===== config.mk =====
export PLATFORM = sky130hd
export DESIGN_NAME = backdrop
export DESIGN_NICKNAME = d
export VERILOG_FILES = /design/src/include/digit_font.svh /design/src/logic/display_pkg.sv /design/src/logic/backdrop.sv
export SDC_FILE = /design/constraint.sdc
export NUM_CORES = 1
export LEC_CHECK = 0
export BUFFER_PORTS_ARGS = -buffer_cell sky130_fd_sc_hd__buf_2
export CAP_MARGIN = 20
export CORE_ASPECT_RATIO = 1.2
export CORE_MARGIN = 2
export CORE_UTILIZATION = 36
export DETAILED_ROUTE_END_ITERATION = 7
export GPL_ROUTABILITY_DRIVEN = 0
export PLACE_DENSITY = 0.89
export SETUP_SLACK_MARGIN = 0.02
export SLEW_MARGIN = 20
export SYNTH_ARGS = -nofsm -noshare
export SYNTH_HDL_FRONTEND = slang
export SYNTH_SLANG_ARGS = --single-unit

===== constraint.sdc =====
create_clock -name vclock -period 1.55 [get_ports vclock]
set_input_delay 0.0775 -clock vclock [delete_from_list [all_inputs] [get_ports vclock]]
set_output_delay 0.0775 -clock vclock [all_outputs]
set_load 0.02 [all_outputs]

===== src/include/digit_font.svh =====
// 3 wide by 5 high digit glyphs
// rows top first, bit 14 is the top-left cell
localparam logic [14:0] digit_font [10] = '{
    15'b111_101_101_101_111,    // 0
    15'b010_110_010_010_111,    // 1
    15'b111_001_111_100_111,    // 2
    15'b111_001_111_001_111,    // 3
    15'b101_101_111_001_001,    // 4
    15'b111_100_111_001_111,    // 5
    15'b111_100_111_101_111,    // 6
    15'b111_001_001_001_001,    // 7
    15'b111_101_111_101_111,    // 8
    15'b111_101_111_001_111     // 9
};

// glyph columns per row
localparam int digit_font_cols = 3;

// cell rows per glyph
localparam int digit_font_rows = 5;


===== src/logic/display_pkg.sv =====
package display_pkg;

    ////////////////////////////////////////////////////////////
    // pixel and coordinate types
    ////////////////////////////////////////////////////////////

    typedef logic [11:0] rgb_t;     // r, g, b nibbles; 0 is transparent
    typedef logic [10:0] hpos_t;
    typedef logic [9:0]  vpos_t;

    typedef enum logic [1:0] {
        obj_coin     = 2'd0,
        obj_shark    = 2'd1,
        obj_unused_2 = 2'd2,        // draws nothing
        obj_unused_3 = 2'd3         // draws nothing
    } obj_id_e;

    // one object slot, all zero means the slot is empty
    typedef struct packed {
        logic [2:0] frame;          // coin animation frame
        obj_id_e    id;
        hpos_t      x;
        vpos_t      y;
    } obj_word_t;

    localparam int n_objects = 5;   // default slot count

    ////////////////////////////////////////////////////////////
    // sprite geometry
    ////////////////////////////////////////////////////////////

    localparam hpos_t player_x       = 11'd10;
    localparam int    player_w       = 45;
    localparam int    player_h       = 40;
    localparam vpos_t player_reset_y = 10'd384;

    localparam int coin_w  = 15;
    localparam int coin_h  = 16;
    localparam int shark_w = 40;
    localparam int shark_h = 20;

    localparam int    heart_w    = 40;
    localparam int    heart_h    = 40;
    localparam hpos_t heart_x [3] = '{11'd20, 11'd80, 11'd140};
    localparam vpos_t heart_y    = 10'd20;

    localparam int    digit_w    = 15;
    localparam int    digit_h    = 25;
    localparam hpos_t digit_x [3] = '{11'd20, 11'd60, 11'd100};  // hundreds, tens, ones
    localparam vpos_t digit_y    = 10'd100;
    localparam int    glyph_cell = 5;                            // 5x5 pixels per font cell

    ////////////////////////////////////////////////////////////
    // colours
    ////////////////////////////////////////////////////////////

    localparam rgb_t player_palette [4] = '{12'hF80, 12'hFA2, 12'hFC4, 12'hFA2};
    localparam rgb_t coin_palette [8]   = '{12'hFD0, 12'hFE3, 12'hFF6, 12'hFE3,
                                            12'hFD0, 12'hEB0, 12'hD90, 12'hEB0};
    localparam rgb_t shark_rgb       = 12'h678;
    localparam rgb_t heart_full_rgb  = 12'hE12;
    localparam rgb_t heart_empty_rgb = 12'h433;
    localparam rgb_t digit_rgb       = 12'hFFF;
    localparam rgb_t sky_light_rgb   = 12'hBDF;
    localparam rgb_t sky_dark_rgb    = 12'h9BE;
    localparam rgb_t water_rgb       = 12'h00F;

    localparam int parallax_div = 8;    // frames per parallax step
    localparam int stripe_bit   = 5;    // 32-pixel sky stripes

    // true when (hc, vc) lies inside the w by h box at (x, y)
    function automatic logic in_box(hpos_t hc, vpos_t vc, hpos_t x, vpos_t y, int w, int h);
        return (int'(hc) >= int'(x)) && (int'(hc) < int'(x) + w) &&
               (int'(vc) >= int'(y)) && (int'(vc) < int'(y) + h);
    endfunction

endpackage


===== src/logic/backdrop.sv =====
`timescale 1ns/1ns

module backdrop
    import display_pkg::*;
(
    input  logic        vclock,
    input  logic        reset,
    input  hpos_t       hcount,
    input  vpos_t       vcount,
    input  vpos_t       wave_prof,          // wave height at this column
    input  logic [10:0] parallax_offset,
    output rgb_t        bg_rgb
);

    logic [9:0] scroll_x;                   // wraps at 1024

    assign scroll_x = hcount[9:0] + parallax_offset[9:0];

    // sky stripes above the wave, plain water below
    always_ff @(posedge vclock) begin
        if (reset) begin
            bg_rgb <= '0;
        end else if (vcount <= wave_prof) begin
            bg_rgb <= scroll_x[stripe_bit] ? sky_dark_rgb : sky_light_rgb;
        end else begin
            bg_rgb <= water_rgb;
        end
    end

endmodule


# Word-level counts from Yosys, hierarchy flattened
# Cells that the tools add are included.
[totals]
reg_bits = 12
elab_cells = 8
output_inout_bits = 12
input_bits = 44
[op_classes]
mux = 2
add_sub_neg = 1
bitwise_logic = 1
order_cmp = 1
n_reduce_logical = 1
[op_table]
columns = ["cell", "count"]
rows = [
  ["10-bit less-or-equal comparator", 1],
  ["10-bit 2-to-1 mux", 1],
  ["6-bit adder", 1],
  ["4-bit 2-to-1 mux", 1],
  ["2-bit OR reduction", 1],
  ["1-bit NOT", 1],
]

# Longest topological paths before layout
[logic_depth]
depth_word = 3
ltp_mapped = 7
mapped_depth_nobuf = 7

# Worst setup path before layout
# OpenSTA, ideal clock, no wires.
[synth_timing]
kind = "input-to-reg"
startpoint = "input wave_prof[5]"
endpoint = "register bg_rgb[0]"
n_path_buf = 0
setup_time_ps = 115
cell_stages = 7
arrival_ps = 1245
required_time_ps = 1435
path_slack_ps = 190
path_cell_list = "inv_1 ha_1 a21oi_2 o21ai_1 a2111oi_2 a31oi_2 o21a_1"
[synth_between]
elab_chain_len = 2
[synth_rtl]
columns = ["element", "line_no", "rtl"]
rows = [
  ["start: declaration", "backdrop.sv:10", "input vpos_t wave_prof,"],
  ["10-bit less-or-equal comparator", "backdrop.sv:23", "end else if (vcount <= wave_prof) begin"],
  ["4-bit 2-to-1 mux", "backdrop.sv:23", ""],
  ["end signal: assignment", "backdrop.sv:24", "bg_rgb <= scroll_x[stripe_bit] ? sky_dark_rgb : sky_light_rgb;"],
  ["end signal: assignment", "backdrop.sv:26", "bg_rgb <= water_rgb;"],
  ["end: declaration", "backdrop.sv:12", "output rgb_t bg_rgb"],
]
# No other way between the ends.
# A chain may end at the register's enable or synchronous reset.

# Worst setup path in the final report
[layout_timing]
startpoint = "input vcount[5]"
endpoint = "register bg_rgb[0]"
[layout_between]
elab_chain_len = 2
[layout_rtl]
columns = ["element", "line_no", "rtl"]
rows = [
  ["start: declaration", "backdrop.sv:9", "input vpos_t vcount,"],
  ["10-bit less-or-equal comparator", "backdrop.sv:23", ""],
  ["4-bit 2-to-1 mux", "backdrop.sv:23", ""],
]
# No other way between the ends.

==> impl_metrics.yaml <==
setup_path:
  worstPathCellList: "buf_2, ha_1, a21oi_2, o21ai_1, a2111oi_2, a31oi_2, o21a_1"
  cp-end-kind: "flop"
  startpoint_type: "primary input"
  cp.required_ns: 1.68
  slowest_stage: "a2111oi_2"
  cp_top_family: "compound AO/OA/AOI/OAI gates"
  critical_path_arrival_ns: 1.46
  cpPeakStageDelay_ns: 0.42
  worstSetupPathType: "in2reg"
  cp_max_fo: 4
  critPathBufInv: 1
timing:
  fin_crit_ns: 1.33
  worst_slack_ns: 0.220
  whs_ns: 0.0589
  hold_viol: 0
  max_freq_mhz: 752
  fin_crit_sh: 0.858
  grt_setup_unrepaired: "false"
  slew_violations: 0
  finalSetupViolCount: 0
logic_synthesis:
  ys_seq_area_frac: 0.168
  synth.area.top_cells: "ha_1 (29%), dfxtp_1 (17%), buf_4 (8.8%)"
  ys_types: 21
  ys_warn_count: 0
  yosysTopAreaCellShare: 0.294
  synth_fp_nets: 132
  synth.cell_area_um2: 596
  syn_area_per_cell_um2: 8.05
  yosysTopAreaCell: "ha_1"
  synth_seq_cells: 5
  synthCells: 74
hold_path:
  min_path_type: "in2reg"
  whs_path_depth: 2
  hold_end: "bg_rgb[9]"
  worstHoldStart: "reset"
route:
  viasPerCell: 4.81
  wirelength_mm: 1.24
  ant_nets: 0
  avgRoutedWirePerCell_um: 9.33
  drt_first_iter_violations: 1
  dr.pass1.iters: 3
  drcViolationCount: 0
  num_vias: 640
clocking:
  clk_path_buf_depth: 2
  cts.sinks: 5
  cts_tree: "done"
  cts_hold_buffers: 0
  cts_buffers: 3
  cts_root_buffer: "clkbuf_4"
  clkTransAtPathRegs_ns: 0.04
  post_cts_buffers: 0
  htreeDepth: 1
  cts_resized: 0
die:
  start_util: 0.372
  die_y_um: 48.6
  row_count: 16
  pin_count: 56
  core_um2: 1600
  die_w_um: 41.1
  die_area_um2: 2000
power_and_ir_drop:
  p_per_area_nw_per_um2: 638
  power.total_uw: 518
  cellLeakagePower_nw: 0.474
  ir_drop_v: 0.000209
layout:
  design_area_um2: 812
  areaGrowthSynthToFinish_pct: 36.3
  fin_nets: 174
  utilization: 0.507
  antenna_cells: 0
  drive_gt1_frac: 0.461
  top_register: "bg_rgb"
  largestRegisters: "bg_rgb (5)"
  largest_register_ffs: 5
place:
  io_buffers: 44
  dp_hpwl_mm: 1.16
  placed_cell_area_um2: 786
  preCtsSetupSlack_ns: -0.0313
grt:
  grt_util_all_layers: 0.155
  grt_remaining_overflow: 0
  grt_pass1_wl_mm: 2.24
  grt_max_degree: 5
  grt_antenna_before_repair: 0
  grt_pass1_vias: 626
outcome:
  status: "finished, final reports clean"
run:
  cap_violations: 0
-- per-layer routing --
metal	wire length [um]	vias up	global-route usage
met5	0	-	0
met4	14	0	0.0645
li1	-	328	-
met3	114	2	0.0275
met1	406	279	0.155
met2	706	31	0.281
-- metrics by stage --
step           TNS, ns  cells
4_1_cts              0    133
3_5_place_dp   -0.0442    129
2_1_floorplan        0     74
3_3_place_gp         0    129
5_1_grt              0    133
6_report             0    133
-- cell usage after synthesis --
cell type,instances
o21ai_0,1
o21ai_1,2
o21a_1,1
nand4_1,4
a211oi_2,2
ha_1,14
a211oi_1,2
a31oi_2,1
nand2_1,4
a21oi_2,2
dfxtp_1,5
buf_4,7
nand2b_1,1
inv_1,14
a2111oi_2,1
nor3_1,2
conb_1,1
nor2_1,6
a21oi_1,2
xnor2_1,1
and2_0,1
-- where the power goes --
group,internal (mW),total [mW],switching [mW]
Clock,0.0969,0.144,0.0470
Combinational,0.101,0.227,0.126
Sequential,0.142,0.147,0.00462
Total,0.340,0.518,0.178
-- final cells by class --
cell class                 count  area [um2]
inverter                      14        52.6
timing repair buffer          44         220
sequential                     5         100
clock buffer                   4        26.3
tap                           18        22.5
fill                         163         790
multi-input combinational     48         390
-- how the worst max path moves through the flow --
stage / startpoint / end / cells after the start
floorplan: wave_prof[5] / bg_rgb[0] / 7
CTS: vcount[5] / bg_rgb[0] / 7
global placement: vcount[5] / bg_rgb[0] / 7
global route: vcount[5] / bg_rgb[0] / 7
finish: vcount[5] / bg_rgb[0] / 7
detailed placement: vcount[5] / bg_rgb[0] / 7
-- kinds of logic after synthesis --
family / synth area share
compound gates: 0.197
fa+ha+maj: 0.294
buf+inv: 0.176
flops: 0.168
xor+xnor: 0.0147
other cells: 0.00630
simple gates: 0.143
-- cell usage in the layout (no fill, tap or decap), types with 2 or more instances in the layout --
| cell type | count |
|---|---|
| a211oi_2 | 2 |
| ha_1 | 14 |
| a21oi_1 | 2 |
| a21oi_2 | 2 |
| clkbuf_4 | 3 |
| inv_1 | 14 |
| a211oi_1 | 2 |
| dfxtp_1 | 5 |
| nor3_1 | 2 |
| nand4_1 | 4 |
| nand2_1 | 4 |
| nor2_1 | 6 |
| o21ai_1 | 2 |
| buf_2 | 44 |
Note: power is estimated with default switching activity, not from simulation.
