--- src/include/digit_font.svh ---
// 3 wide by 5 high digit glyphs
// rows top first, bit 14 is the top-left cell
localparam logic [14:0] digit_font [10] = '{
    15'b111_101_101_101_111,    // 0
    15'b010_110_010_010_111,    // 1
    15'b111_001_111_100_111,    // 2
    15'b111_001_111_001_111,    // 3
    15'b101_101_111_001_001,    // 4
    15'b111_100_111_001_111,    // 5
    15'b111_100_111_101_111,    // 6
    15'b111_001_001_001_001,    // 7
    15'b111_101_111_101_111,    // 8
    15'b111_101_111_001_111     // 9
};

// glyph columns per row
localparam int digit_font_cols = 3;

// cell rows per glyph
localparam int digit_font_rows = 5;

--- src/logic/display_pkg.sv ---
package display_pkg;

    ////////////////////////////////////////////////////////////
    // pixel and coordinate types
    ////////////////////////////////////////////////////////////

    typedef logic [11:0] rgb_t;     // r, g, b nibbles; 0 is transparent
    typedef logic [10:0] hpos_t;
    typedef logic [9:0]  vpos_t;

    typedef enum logic [1:0] {
        obj_coin     = 2'd0,
        obj_shark    = 2'd1,
        obj_unused_2 = 2'd2,        // draws nothing
        obj_unused_3 = 2'd3         // draws nothing
    } obj_id_e;

    // one object slot, all zero means the slot is empty
    typedef struct packed {
        logic [2:0] frame;          // coin animation frame
        obj_id_e    id;
        hpos_t      x;
        vpos_t      y;
    } obj_word_t;

    localparam int n_objects = 5;   // default slot count

    ////////////////////////////////////////////////////////////
    // sprite geometry
    ////////////////////////////////////////////////////////////

    localparam hpos_t player_x       = 11'd10;
    localparam int    player_w       = 45;
    localparam int    player_h       = 40;
    localparam vpos_t player_reset_y = 10'd384;

    localparam int coin_w  = 15;
    localparam int coin_h  = 16;
    localparam int shark_w = 40;
    localparam int shark_h = 20;

    localparam int    heart_w    = 40;
    localparam int    heart_h    = 40;
    localparam hpos_t heart_x [3] = '{11'd20, 11'd80, 11'd140};
    localparam vpos_t heart_y    = 10'd20;

    localparam int    digit_w    = 15;
    localparam int    digit_h    = 25;
    localparam hpos_t digit_x [3] = '{11'd20, 11'd60, 11'd100};  // hundreds, tens, ones
    localparam vpos_t digit_y    = 10'd100;
    localparam int    glyph_cell = 5;                            // 5x5 pixels per font cell

    ////////////////////////////////////////////////////////////
    // colours
    ////////////////////////////////////////////////////////////

    localparam rgb_t player_palette [4] = '{12'hF80, 12'hFA2, 12'hFC4, 12'hFA2};
    localparam rgb_t coin_palette [8]   = '{12'hFD0, 12'hFE3, 12'hFF6, 12'hFE3,
                                            12'hFD0, 12'hEB0, 12'hD90, 12'hEB0};
    localparam rgb_t shark_rgb       = 12'h678;
    localparam rgb_t heart_full_rgb  = 12'hE12;
    localparam rgb_t heart_empty_rgb = 12'h433;
    localparam rgb_t digit_rgb       = 12'hFFF;
    localparam rgb_t sky_light_rgb   = 12'hBDF;
    localparam rgb_t sky_dark_rgb    = 12'h9BE;
    localparam rgb_t water_rgb       = 12'h00F;

    localparam int parallax_div = 8;    // frames per parallax step
    localparam int stripe_bit   = 5;    // 32-pixel sky stripes

    // true when (hc, vc) lies inside the w by h box at (x, y)
    function automatic logic in_box(hpos_t hc, vpos_t vc, hpos_t x, vpos_t y, int w, int h);
        return (int'(hc) >= int'(x)) && (int'(hc) < int'(x) + w) &&
               (int'(vc) >= int'(y)) && (int'(vc) < int'(y) + h);
    endfunction

endpackage

--- src/logic/pixel_compositor.sv ---
`timescale 1ns/1ns

module pixel_compositor
    import display_pkg::*;
#(
    parameter int n_objects = display_pkg::n_objects
) (
    input  logic vclock,
    input  logic reset,
    input  rgb_t player_rgb,
    input  rgb_t coin_rgb [n_objects],
    input  rgb_t shark_rgb [n_objects],
    input  rgb_t heart_rgb,
    input  rgb_t digit_rgb,
    input  rgb_t bg_rgb,
    output rgb_t p_rgb
);

    rgb_t next_rgb;

    ////////////////////////////////////////////////////////////
    // layer priority
    ////////////////////////////////////////////////////////////

    // lowest layer first, each nonzero layer covers what is below
    always_comb begin
        next_rgb = bg_rgb;                          // always opaque
        if (digit_rgb != '0) begin
            next_rgb = digit_rgb;
        end
        if (heart_rgb != '0) begin
            next_rgb = heart_rgb;
        end
        for (int i = n_objects - 1; i >= 0; i--) begin
            if (shark_rgb[i] != '0) begin
                next_rgb = shark_rgb[i];            // slot 0 ends on top
            end
        end
        for (int i = n_objects - 1; i >= 0; i--) begin
            if (coin_rgb[i] != '0) begin
                next_rgb = coin_rgb[i];             // coins over sharks
            end
        end
        if (player_rgb != '0) begin
            next_rgb = player_rgb;
        end
    end

    always_ff @(posedge vclock) begin
        if (reset) begin
            p_rgb <= '0;                            // black
        end else begin
            p_rgb <= next_rgb;
        end
    end

    // backdrop reaches the output two edges after reset drops
    a_opaque: assert property (@(posedge vclock) disable iff (reset)
        (!$past(reset) && !$past(reset, 2)) |-> (p_rgb != '0));

endmodule

--- config.mk ---
export PLATFORM = sky130hd
export DESIGN_NAME = pixel_compositor
export DESIGN_NICKNAME = d
export VERILOG_FILES = /design/src/include/digit_font.svh /design/src/logic/display_pkg.sv /design/src/logic/pixel_compositor.sv
export SDC_FILE = /design/constraint.sdc
export NUM_CORES = 1
export LEC_CHECK = 0
export BUFFER_PORTS_ARGS = -buffer_cell sky130_fd_sc_hd__buf_2
export CAP_MARGIN = 5
export CORE_MARGIN = 3
export CORE_UTILIZATION = 38
export CTS_CLUSTER_DIAMETER = 150
export CTS_CLUSTER_SIZE = 8
export DETAILED_ROUTE_END_ITERATION = 16
export PLACE_DENSITY = 0.85
export SYNTH_ARGS = -nofsm -noshare
export SYNTH_HDL_FRONTEND = slang
export SYNTH_SLANG_ARGS = --single-unit
--- constraint.sdc ---
create_clock -name vclock -period 2.2 [get_ports vclock]
set_clock_uncertainty 0.1 [all_clocks]
set_input_delay 0.33 -clock vclock [delete_from_list [all_inputs] [get_ports vclock]]
set_output_delay 0.33 -clock vclock [all_outputs]
set_load 0.01 [all_outputs]
# Yosys cells after proc, flatten, opt, wreduce, memory -nomap -nowiden

Cells that the tools add are included.

Bits in registers: 12
Bits in latches: 0
Bits in writable memories: 0
ROM bits: 0
Bits of input ports: 170
Output and inout port bits: 12
Logic and storage cells: 27
Memories: 0

Add/sub/neg operators: 0
$mul: 0
Div/mod/pow operators: 0
Order comparisons: 0
Equality and inequality tests: 0
Shift-type cells: 0
Mux-type cells: 13
Bitwise operators: 0
Reduce and logical (&&, ||, !) cells: 13

Operator list:

| operator            | count |
|---|---|
| 2-to-1 mux 12 bit   | 13 |
| nonzero test 12 bit | 13 |

# Longest topological paths before layout

Word-level depth: 14
Gate-level depth with buffers: 8
Depth with buffers taken out: 6

# Worst setup path after synthesis

OpenSTA, ideal clock, no wires.

Path type: in2reg
From: input port digit_rgb[6]
To: register p_rgb[4]
Library setup time: 59 ps
Arrival time: 1,769 ps
Data required time: 2,041 ps
Path slack: 272 ps
Stages: 6
Path through: nor4_4 and3_4 a2111oi_1 a2111o_1 a211oi_2 o31a_1

Word-level cells in the longest chain between the ends: 14

RTL lines:

| element                         | line                   | RTL |
|---|---|---|
| from (decl)                     | pixel_compositor.sv:14 | `input rgb_t digit_rgb,` |
| nonzero test 12 bit             | pixel_compositor.sv:28 | `if (digit_rgb != '0) begin` |
| 2-to-1 mux 12 bit               | pixel_compositor.sv:28 |  |
| 2-to-1 mux 12 bit               | pixel_compositor.sv:31 | `if (heart_rgb != '0) begin` |
| 2-to-1 mux 12 bit (5 in series) | pixel_compositor.sv:35 | `if (shark_rgb[i] != '0) begin` |
| 2-to-1 mux 12 bit (5 in series) | pixel_compositor.sv:40 | `if (coin_rgb[i] != '0) begin` |
| 2-to-1 mux 12 bit               | pixel_compositor.sv:44 | `if (player_rgb != '0) begin` |
| to (signal assigned)            | pixel_compositor.sv:53 | `p_rgb <= next_rgb;` |
| to (decl)                       | pixel_compositor.sv:16 | `output rgb_t p_rgb` |

Every way passes these cells.
A chain may end at the register's enable or synchronous reset.

# Worst setup path after layout

From: input port shark_rgb[32] (netlist bit)
To: register p_rgb[5]

Word-level cells in the longest chain between the ends: 10

RTL lines:

| element                         | line                   | RTL |
|---|---|---|
| from (decl)                     | pixel_compositor.sv:12 | `input rgb_t shark_rgb [n_objects],` |
| nonzero test 12 bit             | pixel_compositor.sv:35 |  |
| 2-to-1 mux 12 bit (3 in series) | pixel_compositor.sv:35 |  |
| 2-to-1 mux 12 bit (5 in series) | pixel_compositor.sv:40 |  |
| 2-to-1 mux 12 bit               | pixel_compositor.sv:44 |  |

Every way passes these cells.

==> impl_metrics.json <==
{
  "status": "finished, final reports clean",
  "yosys-top-cells-area": "dfxtp_1 (13%), nor4_1 (12%), a21o_1 (11%)",
  "path_clk_slew_ns": 0.06,
  "finalHoldViolCount": 0,
  "dpl.cell_count": 537,
  "setup_viol": 0,
  "timing.final.crit_share_pct": 95.3,
  "grt_pass1_vias": 3101,
  "grt-ovfl-total": 0,
  "largest_register_ffs": 12,
  "antenna_found_initial": 0,
  "power_frac_seq_pct": 28.3,
  "grt_usage_pct": 30.8,
  "path_delay_family": "simple AND/OR/NAND/NOR gates",
  "synthCells": 269,
  "via_per_inst": 6.17,
  "synth_cell_types": 36,
  "route.detailed.drc": 0,
  "cts_made_buffers": 3,
  "p_total_w": 0.000824,
  "cp_data_required_time_ns": 2.30,
  "worst_pin_slew_ns": 0.522,
  "rows": 25,
  "gp_congestion": 0.973,
  "min_period_ns": 2.10,
  "fin_area_um2": 3150,
  "critPathMaxFanout": 3,
  "core-area_um2": 4790,
  "synth_top_area_share_pct": 12.5,
  "hold_path.class": "in2reg",
  "crit_chain": "buf_2 -> nor4_1 -> buf_4 -> nand3_1 -> or2_2 -> buf_4 -> o31a_1 -> nor3b_1 -> o221a_2",
  "num_antenna_cells": 0,
  "largest-register": "p_rgb",
  "synth_area_leader_cell": "dfxtp_1",
  "syn_avg_cell_area_um2": 7.12,
  "power_leakage_nw": 1.46,
  "drive_gt1_share_pct": 48.3,
  "cts-hold-fix-buffers": 0,
  "wire_per_inst_um": 18.2,
  "cts.sinks": 12,
  "start_util_pct": 40.0,
  "ios": 182,
  "instances_no_fill": 541,
  "postPlaceCellArea_um2": 3090,
  "synth-seq-area-share_pct": 12.5,
  "grt_max_degree": 13,
  "endpoint_kind": "register",
  "relSlewSlack_pct": 64.3,
  "yosys_register_bits": 12,
  "crit_top_cell": "buf_4",
  "worst_setup_path_start_kind": "input pin",
  "arrival_ns": 2.19,
  "syn2layout_area_growth_pct": 64.8,
  "synth_async_sr_flop_share_pct": 0,
  "grt_pass1_wl_mm": 14.9,
  "clk_path_buf_depth": 2,
  "yosys-top-cells-count": "nor4_1 (36), a21o_1 (28), o21ai_0 (27)",
  "ir_worst_vdd_uv": 338,
  "yosys_warnings": 0,
  "synth.net_count": 439,
  "ant_nets": 0,
  "vias": 3339,
  "top_regs": "p_rgb: 12 flops",
  "first_pass_iters": 5,
  "synth_flop_cell": "dfxtp_1",
  "clock.fmax_mhz": 477,
  "nets": 645,
  "drt_wl_total_mm": 9.86,
  "design.die.area_um2": 5930,
  "rsz0062_at_grt": "false",
  "cts.htree.levels": 1,
  "path_buf_inv": 3,
  "power_frac_comb_pct": 40.5,
  "drt_iter0_markers": 301,
  "slew_violations": 0,
  "p_per_area_nw_per_um2": 261,
  "swShare_pct": 32.7,
  "cp_slowest_cell": "nor4_1",
  "path_class": "in2reg",
  "intPower_w": 0.000555,
  "pwr-share-clk_pct": 31.2,
  "synth_area_um2": 1910,
  "yosysMostFrequentCell": "nor4_1",
  "root_buffer": "clkbuf_8",
  "place_hpwl_mm": 8.60,
  "synth_edf_count": 0,
  "switching_power_w": 0.000269,
  "fp.dieW_um": 77.0,
  "slowest_delay_ns": 0.34,
  "fp.dieH_um": 77.0,
  "cts_tree": "yes",
  "tns_ns": 0,
  "io_buffers": 181,
  "cap_violations": 0
}
[metrics by stage]
stage	util, %	setup WS (ns)	hold slack, ns
after floorplan	-	0.272	0.383
after global placement	64.6	-0.126	0.510
after detailed placement	64.6	-0.155	0.511
after CTS	65.8	0.0936	0.247
after global routing	65.9	0.0451	0.255
final	65.9	0.103	0.245
[cell usage in the layout (no fill, tap or decap), types with 8 or more instances in the layout]
cell type  instances
o21ai_0           27
nand3_1           11
a41oi_1            8
buf_4             35
dfxtp_1           12
a2111oi_0         19
nand2_1           12
o21a_1            19
nor4_1            35
a31oi_1            9
buf_2            181
and3_1             9
a21o_1            28
nor2_1            12
nor3_1            12
[power by group through the flow]
stage | sequential [W] | clock, W | combinational (W)
after detailed placement | 0.000238 | 0 | 0.000324
after global placement | 0.000238 | 0 | 0.000324
after floorplan | 0.000244 | 0 | 0.0000674
final | 0.000234 | 0.000257 | 0.000334
after CTS | 0.000234 | 0.000255 | 0.000325
after global routing | 0.000235 | 0.000267 | 0.000358
[path summary, 6_finish.rpt]
kind  cells after the start        to     startpoint
max                       9  p_rgb[5]  shark_rgb[32]
min                       3  p_rgb[8]   coin_rgb[20]
[tightest hold or removal path, delay by kind of cell]
kind / cells / cell delay (ns)
compound gates: 1 / 0.07
buf+inv: 1 / 0.10
simple gates: 1 / 0.05
[cell families after synthesis]
kind of cell           Yosys count  synth area share, %
AOI/OAI and AO/OA              137                 51.5
and+or+nand+nor                102                 31.5
buffers and inverters           18                 4.44
DFF                             12                 12.5
[routing by layer]
layer | track usage (%) | routed length, um | up-vias
met5 | 0 | 0 | -
met4 | 8.54 | 275 | 0
met3 | 5.52 | 890 | 34
met2 | 51.2 | 4660 | 206
met1 | 40.7 | 4030 | 1540
li1 | - | - | 1559
[final cells by class]
cell class | instances | area, um^2
Fill cell | 445 | 1630
Multi-Input combinational cell | 239 | 1600
Timing Repair Buffer | 216 | 1170
Sequential cell | 12 | 240
Tap cell | 67 | 83.8
Clock buffer | 4 | 55.1
Inverter | 3 | 11.3
[what timing repair did]
item / CTS / global route
gates resized for setup: 0 / 1
buffers inserted: 0 / 0
endpoints found under the hold margin: 0 / 0
endpoints found under the setup margin: 0 / 2
No activity file was read; power rests on OpenSTA's default activity.
