$ cat src/include/digit_font.svh
// 3 wide by 5 high digit glyphs
// rows top first, bit 14 is the top-left cell
localparam logic [14:0] digit_font [10] = '{
    15'b111_101_101_101_111,    // 0
    15'b010_110_010_010_111,    // 1
    15'b111_001_111_100_111,    // 2
    15'b111_001_111_001_111,    // 3
    15'b101_101_111_001_001,    // 4
    15'b111_100_111_001_111,    // 5
    15'b111_100_111_101_111,    // 6
    15'b111_001_001_001_001,    // 7
    15'b111_101_111_101_111,    // 8
    15'b111_101_111_001_111     // 9
};

// glyph columns per row
localparam int digit_font_cols = 3;

// cell rows per glyph
localparam int digit_font_rows = 5;

$ cat src/logic/display_pkg.sv
package display_pkg;

    ////////////////////////////////////////////////////////////
    // pixel and coordinate types
    ////////////////////////////////////////////////////////////

    typedef logic [11:0] rgb_t;     // r, g, b nibbles; 0 is transparent
    typedef logic [10:0] hpos_t;
    typedef logic [9:0]  vpos_t;

    typedef enum logic [1:0] {
        obj_coin     = 2'd0,
        obj_shark    = 2'd1,
        obj_unused_2 = 2'd2,        // draws nothing
        obj_unused_3 = 2'd3         // draws nothing
    } obj_id_e;

    // one object slot, all zero means the slot is empty
    typedef struct packed {
        logic [2:0] frame;          // coin animation frame
        obj_id_e    id;
        hpos_t      x;
        vpos_t      y;
    } obj_word_t;

    localparam int n_objects = 5;   // default slot count

    ////////////////////////////////////////////////////////////
    // sprite geometry
    ////////////////////////////////////////////////////////////

    localparam hpos_t player_x       = 11'd10;
    localparam int    player_w       = 45;
    localparam int    player_h       = 40;
    localparam vpos_t player_reset_y = 10'd384;

    localparam int coin_w  = 15;
    localparam int coin_h  = 16;
    localparam int shark_w = 40;
    localparam int shark_h = 20;

    localparam int    heart_w    = 40;
    localparam int    heart_h    = 40;
    localparam hpos_t heart_x [3] = '{11'd20, 11'd80, 11'd140};
    localparam vpos_t heart_y    = 10'd20;

    localparam int    digit_w    = 15;
    localparam int    digit_h    = 25;
    localparam hpos_t digit_x [3] = '{11'd20, 11'd60, 11'd100};  // hundreds, tens, ones
    localparam vpos_t digit_y    = 10'd100;
    localparam int    glyph_cell = 5;                            // 5x5 pixels per font cell

    ////////////////////////////////////////////////////////////
    // colours
    ////////////////////////////////////////////////////////////

    localparam rgb_t player_palette [4] = '{12'hF80, 12'hFA2, 12'hFC4, 12'hFA2};
    localparam rgb_t coin_palette [8]   = '{12'hFD0, 12'hFE3, 12'hFF6, 12'hFE3,
                                            12'hFD0, 12'hEB0, 12'hD90, 12'hEB0};
    localparam rgb_t shark_rgb       = 12'h678;
    localparam rgb_t heart_full_rgb  = 12'hE12;
    localparam rgb_t heart_empty_rgb = 12'h433;
    localparam rgb_t digit_rgb       = 12'hFFF;
    localparam rgb_t sky_light_rgb   = 12'hBDF;
    localparam rgb_t sky_dark_rgb    = 12'h9BE;
    localparam rgb_t water_rgb       = 12'h00F;

    localparam int parallax_div = 8;    // frames per parallax step
    localparam int stripe_bit   = 5;    // 32-pixel sky stripes

    // true when (hc, vc) lies inside the w by h box at (x, y)
    function automatic logic in_box(hpos_t hc, vpos_t vc, hpos_t x, vpos_t y, int w, int h);
        return (int'(hc) >= int'(x)) && (int'(hc) < int'(x) + w) &&
               (int'(vc) >= int'(y)) && (int'(vc) < int'(y) + h);
    endfunction

endpackage

$ cat src/logic/frame_state.sv
`timescale 1ns/1ns

module frame_state
    import display_pkg::*;
#(
    parameter int n_objects = display_pkg::n_objects
) (
    input  logic        vclock,
    input  logic        reset,
    input  logic        vsync,                  // active low
    input  vpos_t       p_vpos,
    input  obj_word_t   p_obj [n_objects],
    input  logic [9:0]  score,
    output logic        frame_start,            // one cycle per frame
    output vpos_t       vpos,
    output obj_word_t   obj [n_objects],
    output logic [9:0]  score_q,
    output logic [4:0]  anim_count,
    output logic [10:0] parallax_offset
);

    localparam int pc_w = $clog2(parallax_div);

    logic            vsync_q;                   // previous vsync sample
    logic [pc_w-1:0] parallax_count;            // frames since last parallax step

    ////////////////////////////////////////////////////////////
    // vsync falling edge
    ////////////////////////////////////////////////////////////

    always_ff @(posedge vclock) begin
        if (reset) begin
            vsync_q     <= 1'b0;                // no strobe if vsync is low out of reset
            frame_start <= 1'b0;
        end else begin
            vsync_q     <= vsync;
            frame_start <= vsync_q & ~vsync;    // high then low
        end
    end

    ////////////////////////////////////////////////////////////
    // per-frame game state
    ////////////////////////////////////////////////////////////

    always_ff @(posedge vclock) begin
        if (reset) begin
            vpos <= player_reset_y;
            for (int i = 0; i < n_objects; i++) begin
                obj[i] <= '0;                   // all slots empty
            end
            score_q         <= '0;
            anim_count      <= '0;
            parallax_count  <= '0;
            parallax_offset <= '0;
        end else if (frame_start) begin
            vpos       <= p_vpos;
            obj        <= p_obj;
            score_q    <= score;
            anim_count <= anim_count + 5'd1;    // top two bits pick the player frame
            // slow scroll, one pixel every parallax_div frames
            if (parallax_count == pc_w'(parallax_div - 1)) begin
                parallax_count  <= '0;
                parallax_offset <= parallax_offset + 11'd1;
            end else begin
                parallax_count <= parallax_count + 1'b1;
            end
        end
    end

    // strobe must come from a single edge, never a held level
    a_single_strobe: assert property (@(posedge vclock) disable iff (reset)
        frame_start |=> !frame_start);

endmodule

$ cat config.mk
export PLATFORM = sky130hd
export DESIGN_NAME = frame_state
export DESIGN_NICKNAME = d
export VERILOG_FILES = /design/src/include/digit_font.svh /design/src/logic/display_pkg.sv /design/src/logic/frame_state.sv
export SDC_FILE = /design/constraint.sdc
export NUM_CORES = 1
export LEC_CHECK = 0
export BUFFER_PORTS_ARGS = -buffer_cell sky130_fd_sc_hd__buf_2
export CAP_MARGIN = 15
export CORE_AREA = 2 2 124 126
export CTS_CLUSTER_SIZE = 10
export DETAILED_ROUTE_END_ITERATION = 16
export DIE_AREA = 0 0 126 128
export PLACE_DENSITY = 0.8
export SLEW_MARGIN = 20
export SYNTH_ARGS = -nofsm -noshare
export SYNTH_HDL_FRONTEND = slang
export SYNTH_SLANG_ARGS = --single-unit
$ cat constraint.sdc
create_clock -name vclock -period 1.77 [get_ports vclock]
set_input_delay 0.354 -clock vclock [delete_from_list [all_inputs] [get_ports vclock]]
set_output_delay 0.354 -clock vclock [all_outputs]
set_load 0.05 [all_outputs]
-- Yosys cells after proc, flatten, opt, wreduce, memory -nomap -nowiden
Cells that the tools add are included.
Widths: inputs -> output; s select.
- add/subtract/negate cells: 3
- multipliers: 0
- div/mod/pow operators: 0
- order comparisons: 0
- equality and inequality tests: 1
- shift operators: 0
- muxes and demuxes: 1
- bitwise operators: 2
- reduce and logical (&&, ||, !) cells: 1
- operators with widths (operator ; count):
    $add 11x1->11 const B ; 1
    $add 5x1->5 const B ; 1
    $add 3x1->3 const B ; 1
    $eq 3x3->1 const B ; 1
    $mux 3 ; 1
    $reduce_and 2->1 ; 1
    $and 1x1->1 ; 1
    $not 1->1 ; 1
- flip-flop bits (word level): 171
- bits in latches: 0
- memory bits (writable): 0
- memory bits (read-only): 0
- input bits: 153
- output and inout port bits: 167
- logic and storage cells: 35
- memories kept: 0

-- Longest topological paths before layout
- depth after elaboration: 2
- mapped depth: 5
- gate-level depth less buffers: 5

-- Worst setup path after synthesis
Ideal clock, no wire load.
- kind: register -> register
- start: register parallax_offset[0]
- end: register parallax_offset[10]
- library setup time: 123 ps
- arrival: 1658 ps
- required time: 1647 ps
- path slack: -11 ps
- stages on the path, launching flop included: 5
- path buffers: 0
- clock period less this slack: 1781 ps
- cell sequence: dfxtp_1 -> ha_1 -> nand4_1 -> nor4_1 -> mux2_1
- longest elaborated chain between the ends: 1
- RTL lines (what ; RTL line ; RTL):
    start, declared ; frame_state.sv:19 ; output logic [10:0] parallax_offset
    start signal, assigned ; frame_state.sv:63 ; parallax_offset <= parallax_offset + 11'd1;
    $add 11x1->11 ; frame_state.sv:63 ;
Every way passes these cells.
A chain may end at the register's enable or synchronous reset.

-- Final worst setup path
- start: register frame_start
- end: output port frame_start
- RTL lines (what ; RTL line ; RTL):
    start, declared ; frame_state.sv:14 ; output logic frame_start,
    start signal, assigned ; frame_state.sv:37 ; frame_start <= vsync_q & ~vsync;
No word-level cell between the ends.

==> key figures <==
Status
  – Status: complete, no violations

Setup path
  – Startpoint Class: register
  – Required @ worst endpoint: 1.42 ns
  – Crit Path Category: register to output pin
  – Crit path DAT: 1.33 ns
  – Critical Path End Type: output pin
  – R2R setup slack: 0.15 ns
  – Reg2Reg Launch Point: parallax_count[0]$_SDFFE_PP0P_
  – Critical-path maximum fanout: 39
  – RR Endpoint: parallax_offset[10]$_SDFFE_PP0P_
  – Reg2Reg Depth: 5

Power and ir drop
  – Maximum vdd drop: 0.000646 V
  – Power Dens Cells: 987 nW/µm²
  – P_leak: 3.96 nW
  – Net load switching power: 2.13 mW
  – Internal power: 6.37 mW
  – Tot Pwr: 8.50 mW
  – Switch share: 25.0%
  – Clock share of power: 44.1%
  – Comb pwr share: 9.3%
  – Part of the power in registers: 46.6%

Global route
  – Vias in the first global route: 4830
  – Met1 usage: 20.5%
  – Largest net degree at the start of global routing: 82
  – Most Crowded Layer GR: met2
  – Met2 Track Usage GR: 31.2%
  – Global-route wire length before repair: 23200 µm
  – Grt ovf: 0
  – Global-route track usage on met3: 5.01%
  – Antenna violations before repair: 0
  – All-layer global routing usage: 17.8%

Min path
  – WHS Path Cells: 2
  – Hold path endpoint: frame_start$_SDFF_PP0_
  – Hold_sp: vsync
  – Hold Crit Class: input port to register

Synth
  – Post-synth top flop: dfxtp_1
  – Syn nets: 736
  – Largest cells by area after synthesis: dfxtp_1 (55%), mux2i_1 (25%), nor2_1 (9.9%)
  – Post-synth cell types: 27
  – #FFs+latches synth: 171
  – Count leader, synth: dfxtp_1
  – Yosys top cell by area: dfxtp_1
  – FFs w/ async S/R, synth: 0%
  – Ys Warns: 0
  – Syn avg cell area: 10.7 µm²
  – Mapped Area: 6170 µm²
  – Most frequent cells after synthesis: dfxtp_1 (171), nor2_1 (162), mux2i_1 (152), clkbuf_1 (13), buf_2 (11)
  – Number of synthesized flops with an enable pin: 0
  – Top cell type's share of synthesized area: 55.5%
  – Gate Count Post-Synth: 579
  – Sequential area share after synthesis: 55.5%

Timing
  – Clock Skew: 0.00960 ns
  – Fmax: 0.593 GHz
  – Post-route clock period utilization: 95.3%
  – Final Hold Fails: 0
  – Max-slew violations: 0
  – Fin crit period: 1.69 ns
  – Final WS setup: 0.0831 ns
  – Final Setup Violations: 0
  – Setup TNS: 0 ns
  – RSZ-0062 raised after global routing: false
  – Final hold slack: 0.0957 ns
  – Slew HR: 75.5%
  – Least-Margin Pin Slew: 0.367 ns

Cells and area
  – Post-layout net count: 1052
  – Fin area: 8620 µm²
  – Area growth syn-to-layout: 39.7%
  – Final Core Density: 58.0%
  – Share of cells above drive strength 1: 41.1%
  – Non-filler cells, final: 1097

Clocking
  – Clk sinks: 171
  – Clock tree from TritonCTS: yes
  – H-tree depth: 4
  – Clk root buf: clkbuf_16
  – Clock slew at reported path FFs: 0.07 ns
  – TritonCTS Buffers: 17
  – Clk_lat worst skew: 0.42 ns
  – Clock buffer depth: 2
  – # hold bufs at CTS: 0

Die
  – Num rows: 45
  – Die X: 126 µm
  – Initial core utilization: 41.5%
  – Die area: 16100 µm²
  – Core Region: 14900 µm²
  – Io pins: 320
  – Die H: 128 µm

Placement
  – Post-Place Cells: 1063
  – Dpl hpwl: 10800 µm
  – Setup Slack @ Placement: 0.0610 ns
  – Port bufs: 319
  – DP Area: 7990 µm²
  – GP Congestion: 0.770

Routing
  – Routed WL: 14900 µm
  – DR pass1 iterations: 4
  – Routed Antenna Nets: 0
  – Routed WL per cell: 13.6 µm
  – Drt drc: 0
  – Initial DRC count: 152
  – Avg Vias per Cell: 4.66
  – Vias: 5109

Job
  – Max-cap viol count: 0
-- layout make-up --
type                            count  area, µm²
Fill cell                        1305       6250
Inverter                            3       11.3
Clock buffer                       19        443
Tap cell                          188        235
Sequential cell                   171       3430
Antenna cell                        1       2.50
Multi-Input combinational cell    368       2520
Clock inverter                     13        156
Timing Repair Buffer              334       1810
-- cell usage in the layout (no fill, tap or decap), types with 3 or more instances in the layout --
master / count
nor2_1: 162
or4_1: 3
dfxtp_1: 168
inv_6: 5
o21ai_0: 3
or3_1: 3
xor2_1: 5
nand4_1: 3
buf_2: 317
buf_4: 9
ha_1: 3
inv_1: 3
o31ai_1: 3
a21oi_1: 7
nand3_1: 3
nand2_1: 6
clkbuf_16: 17
buf_12: 8
mux2i_1: 152
nor2b_1: 4
-- power groups by stage --
stage,clock network [mW],logic [mW],registers (mW)
finish,3.75,0.789,3.96
detailed placement,0,0.793,4.05
CTS,3.86,0.797,3.96
global route,4.00,0.843,3.97
global placement,0,0.784,4.04
floorplan,0,0.234,4.31
-- per-layer routing --
layer | wire length [µm] | vias to the layer above
li1 | - | 2570
met1 | 6140 | 2316
met2 | 7440 | 198
met3 | 1030 | 25
met4 | 313 | 0
met5 | 0 | -
-- kinds of logic after synthesis --
family                     synth area share [%]
muxes                                      25.0
xor gates and xnor gates                  0.852
adders and majority gates                 0.811
AOI/OAI and AO/OA                          1.46
DFF                                        55.5
buffers and inverters                      3.81
and+or+nand+nor                            12.5
-- what timing repair did --
item / CTS / global route
endpoints found under the setup margin: 1 / 3
buffers inserted: 0 / 1
gates resized for setup: 1 / 3
pin swaps: 0 / 1
-- sequential cells by signal (all words and copies together), names as in the netlist --
| signal | count |
|---|---|
| anim_count | 5 |
| vpos | 10 |
| parallax_offset | 11 |
| parallax_count | 3 |
| frame_start | 1 |
| score_q | 10 |
| obj | 130 |
| vsync_q | 1 |
-- critical path, cell delays in order, from the launching register on --
cell and delay (ns):
dfxtp_4 0.37, buf_12 0.28, buf_4 0.26
-- worst max path at each step --
stage	start	end	slack (ns)	cells after the start
2_1_floorplan	parallax_offset[4]$_SDFFE_PP0P_	parallax_offset[10]$_SDFFE_PP0P_	0.08	3
3_3_place_gp	parallax_count[0]$_SDFFE_PP0P_	parallax_offset[10]$_SDFFE_PP0P_	0.10	5
3_5_place_dp	parallax_count[0]$_SDFFE_PP0P_	parallax_offset[10]$_SDFFE_PP0P_	0.06	5
4_1_cts	parallax_count[0]$_SDFFE_PP0P_	parallax_offset[10]$_SDFFE_PP0P_	0.04	5
5_1_grt	frame_start$_SDFF_PP0_	frame_start	0.03	2
6_report	frame_start$_SDFF_PP0_	frame_start	0.08	2
No activity file was read; power rests on OpenSTA's default activity.
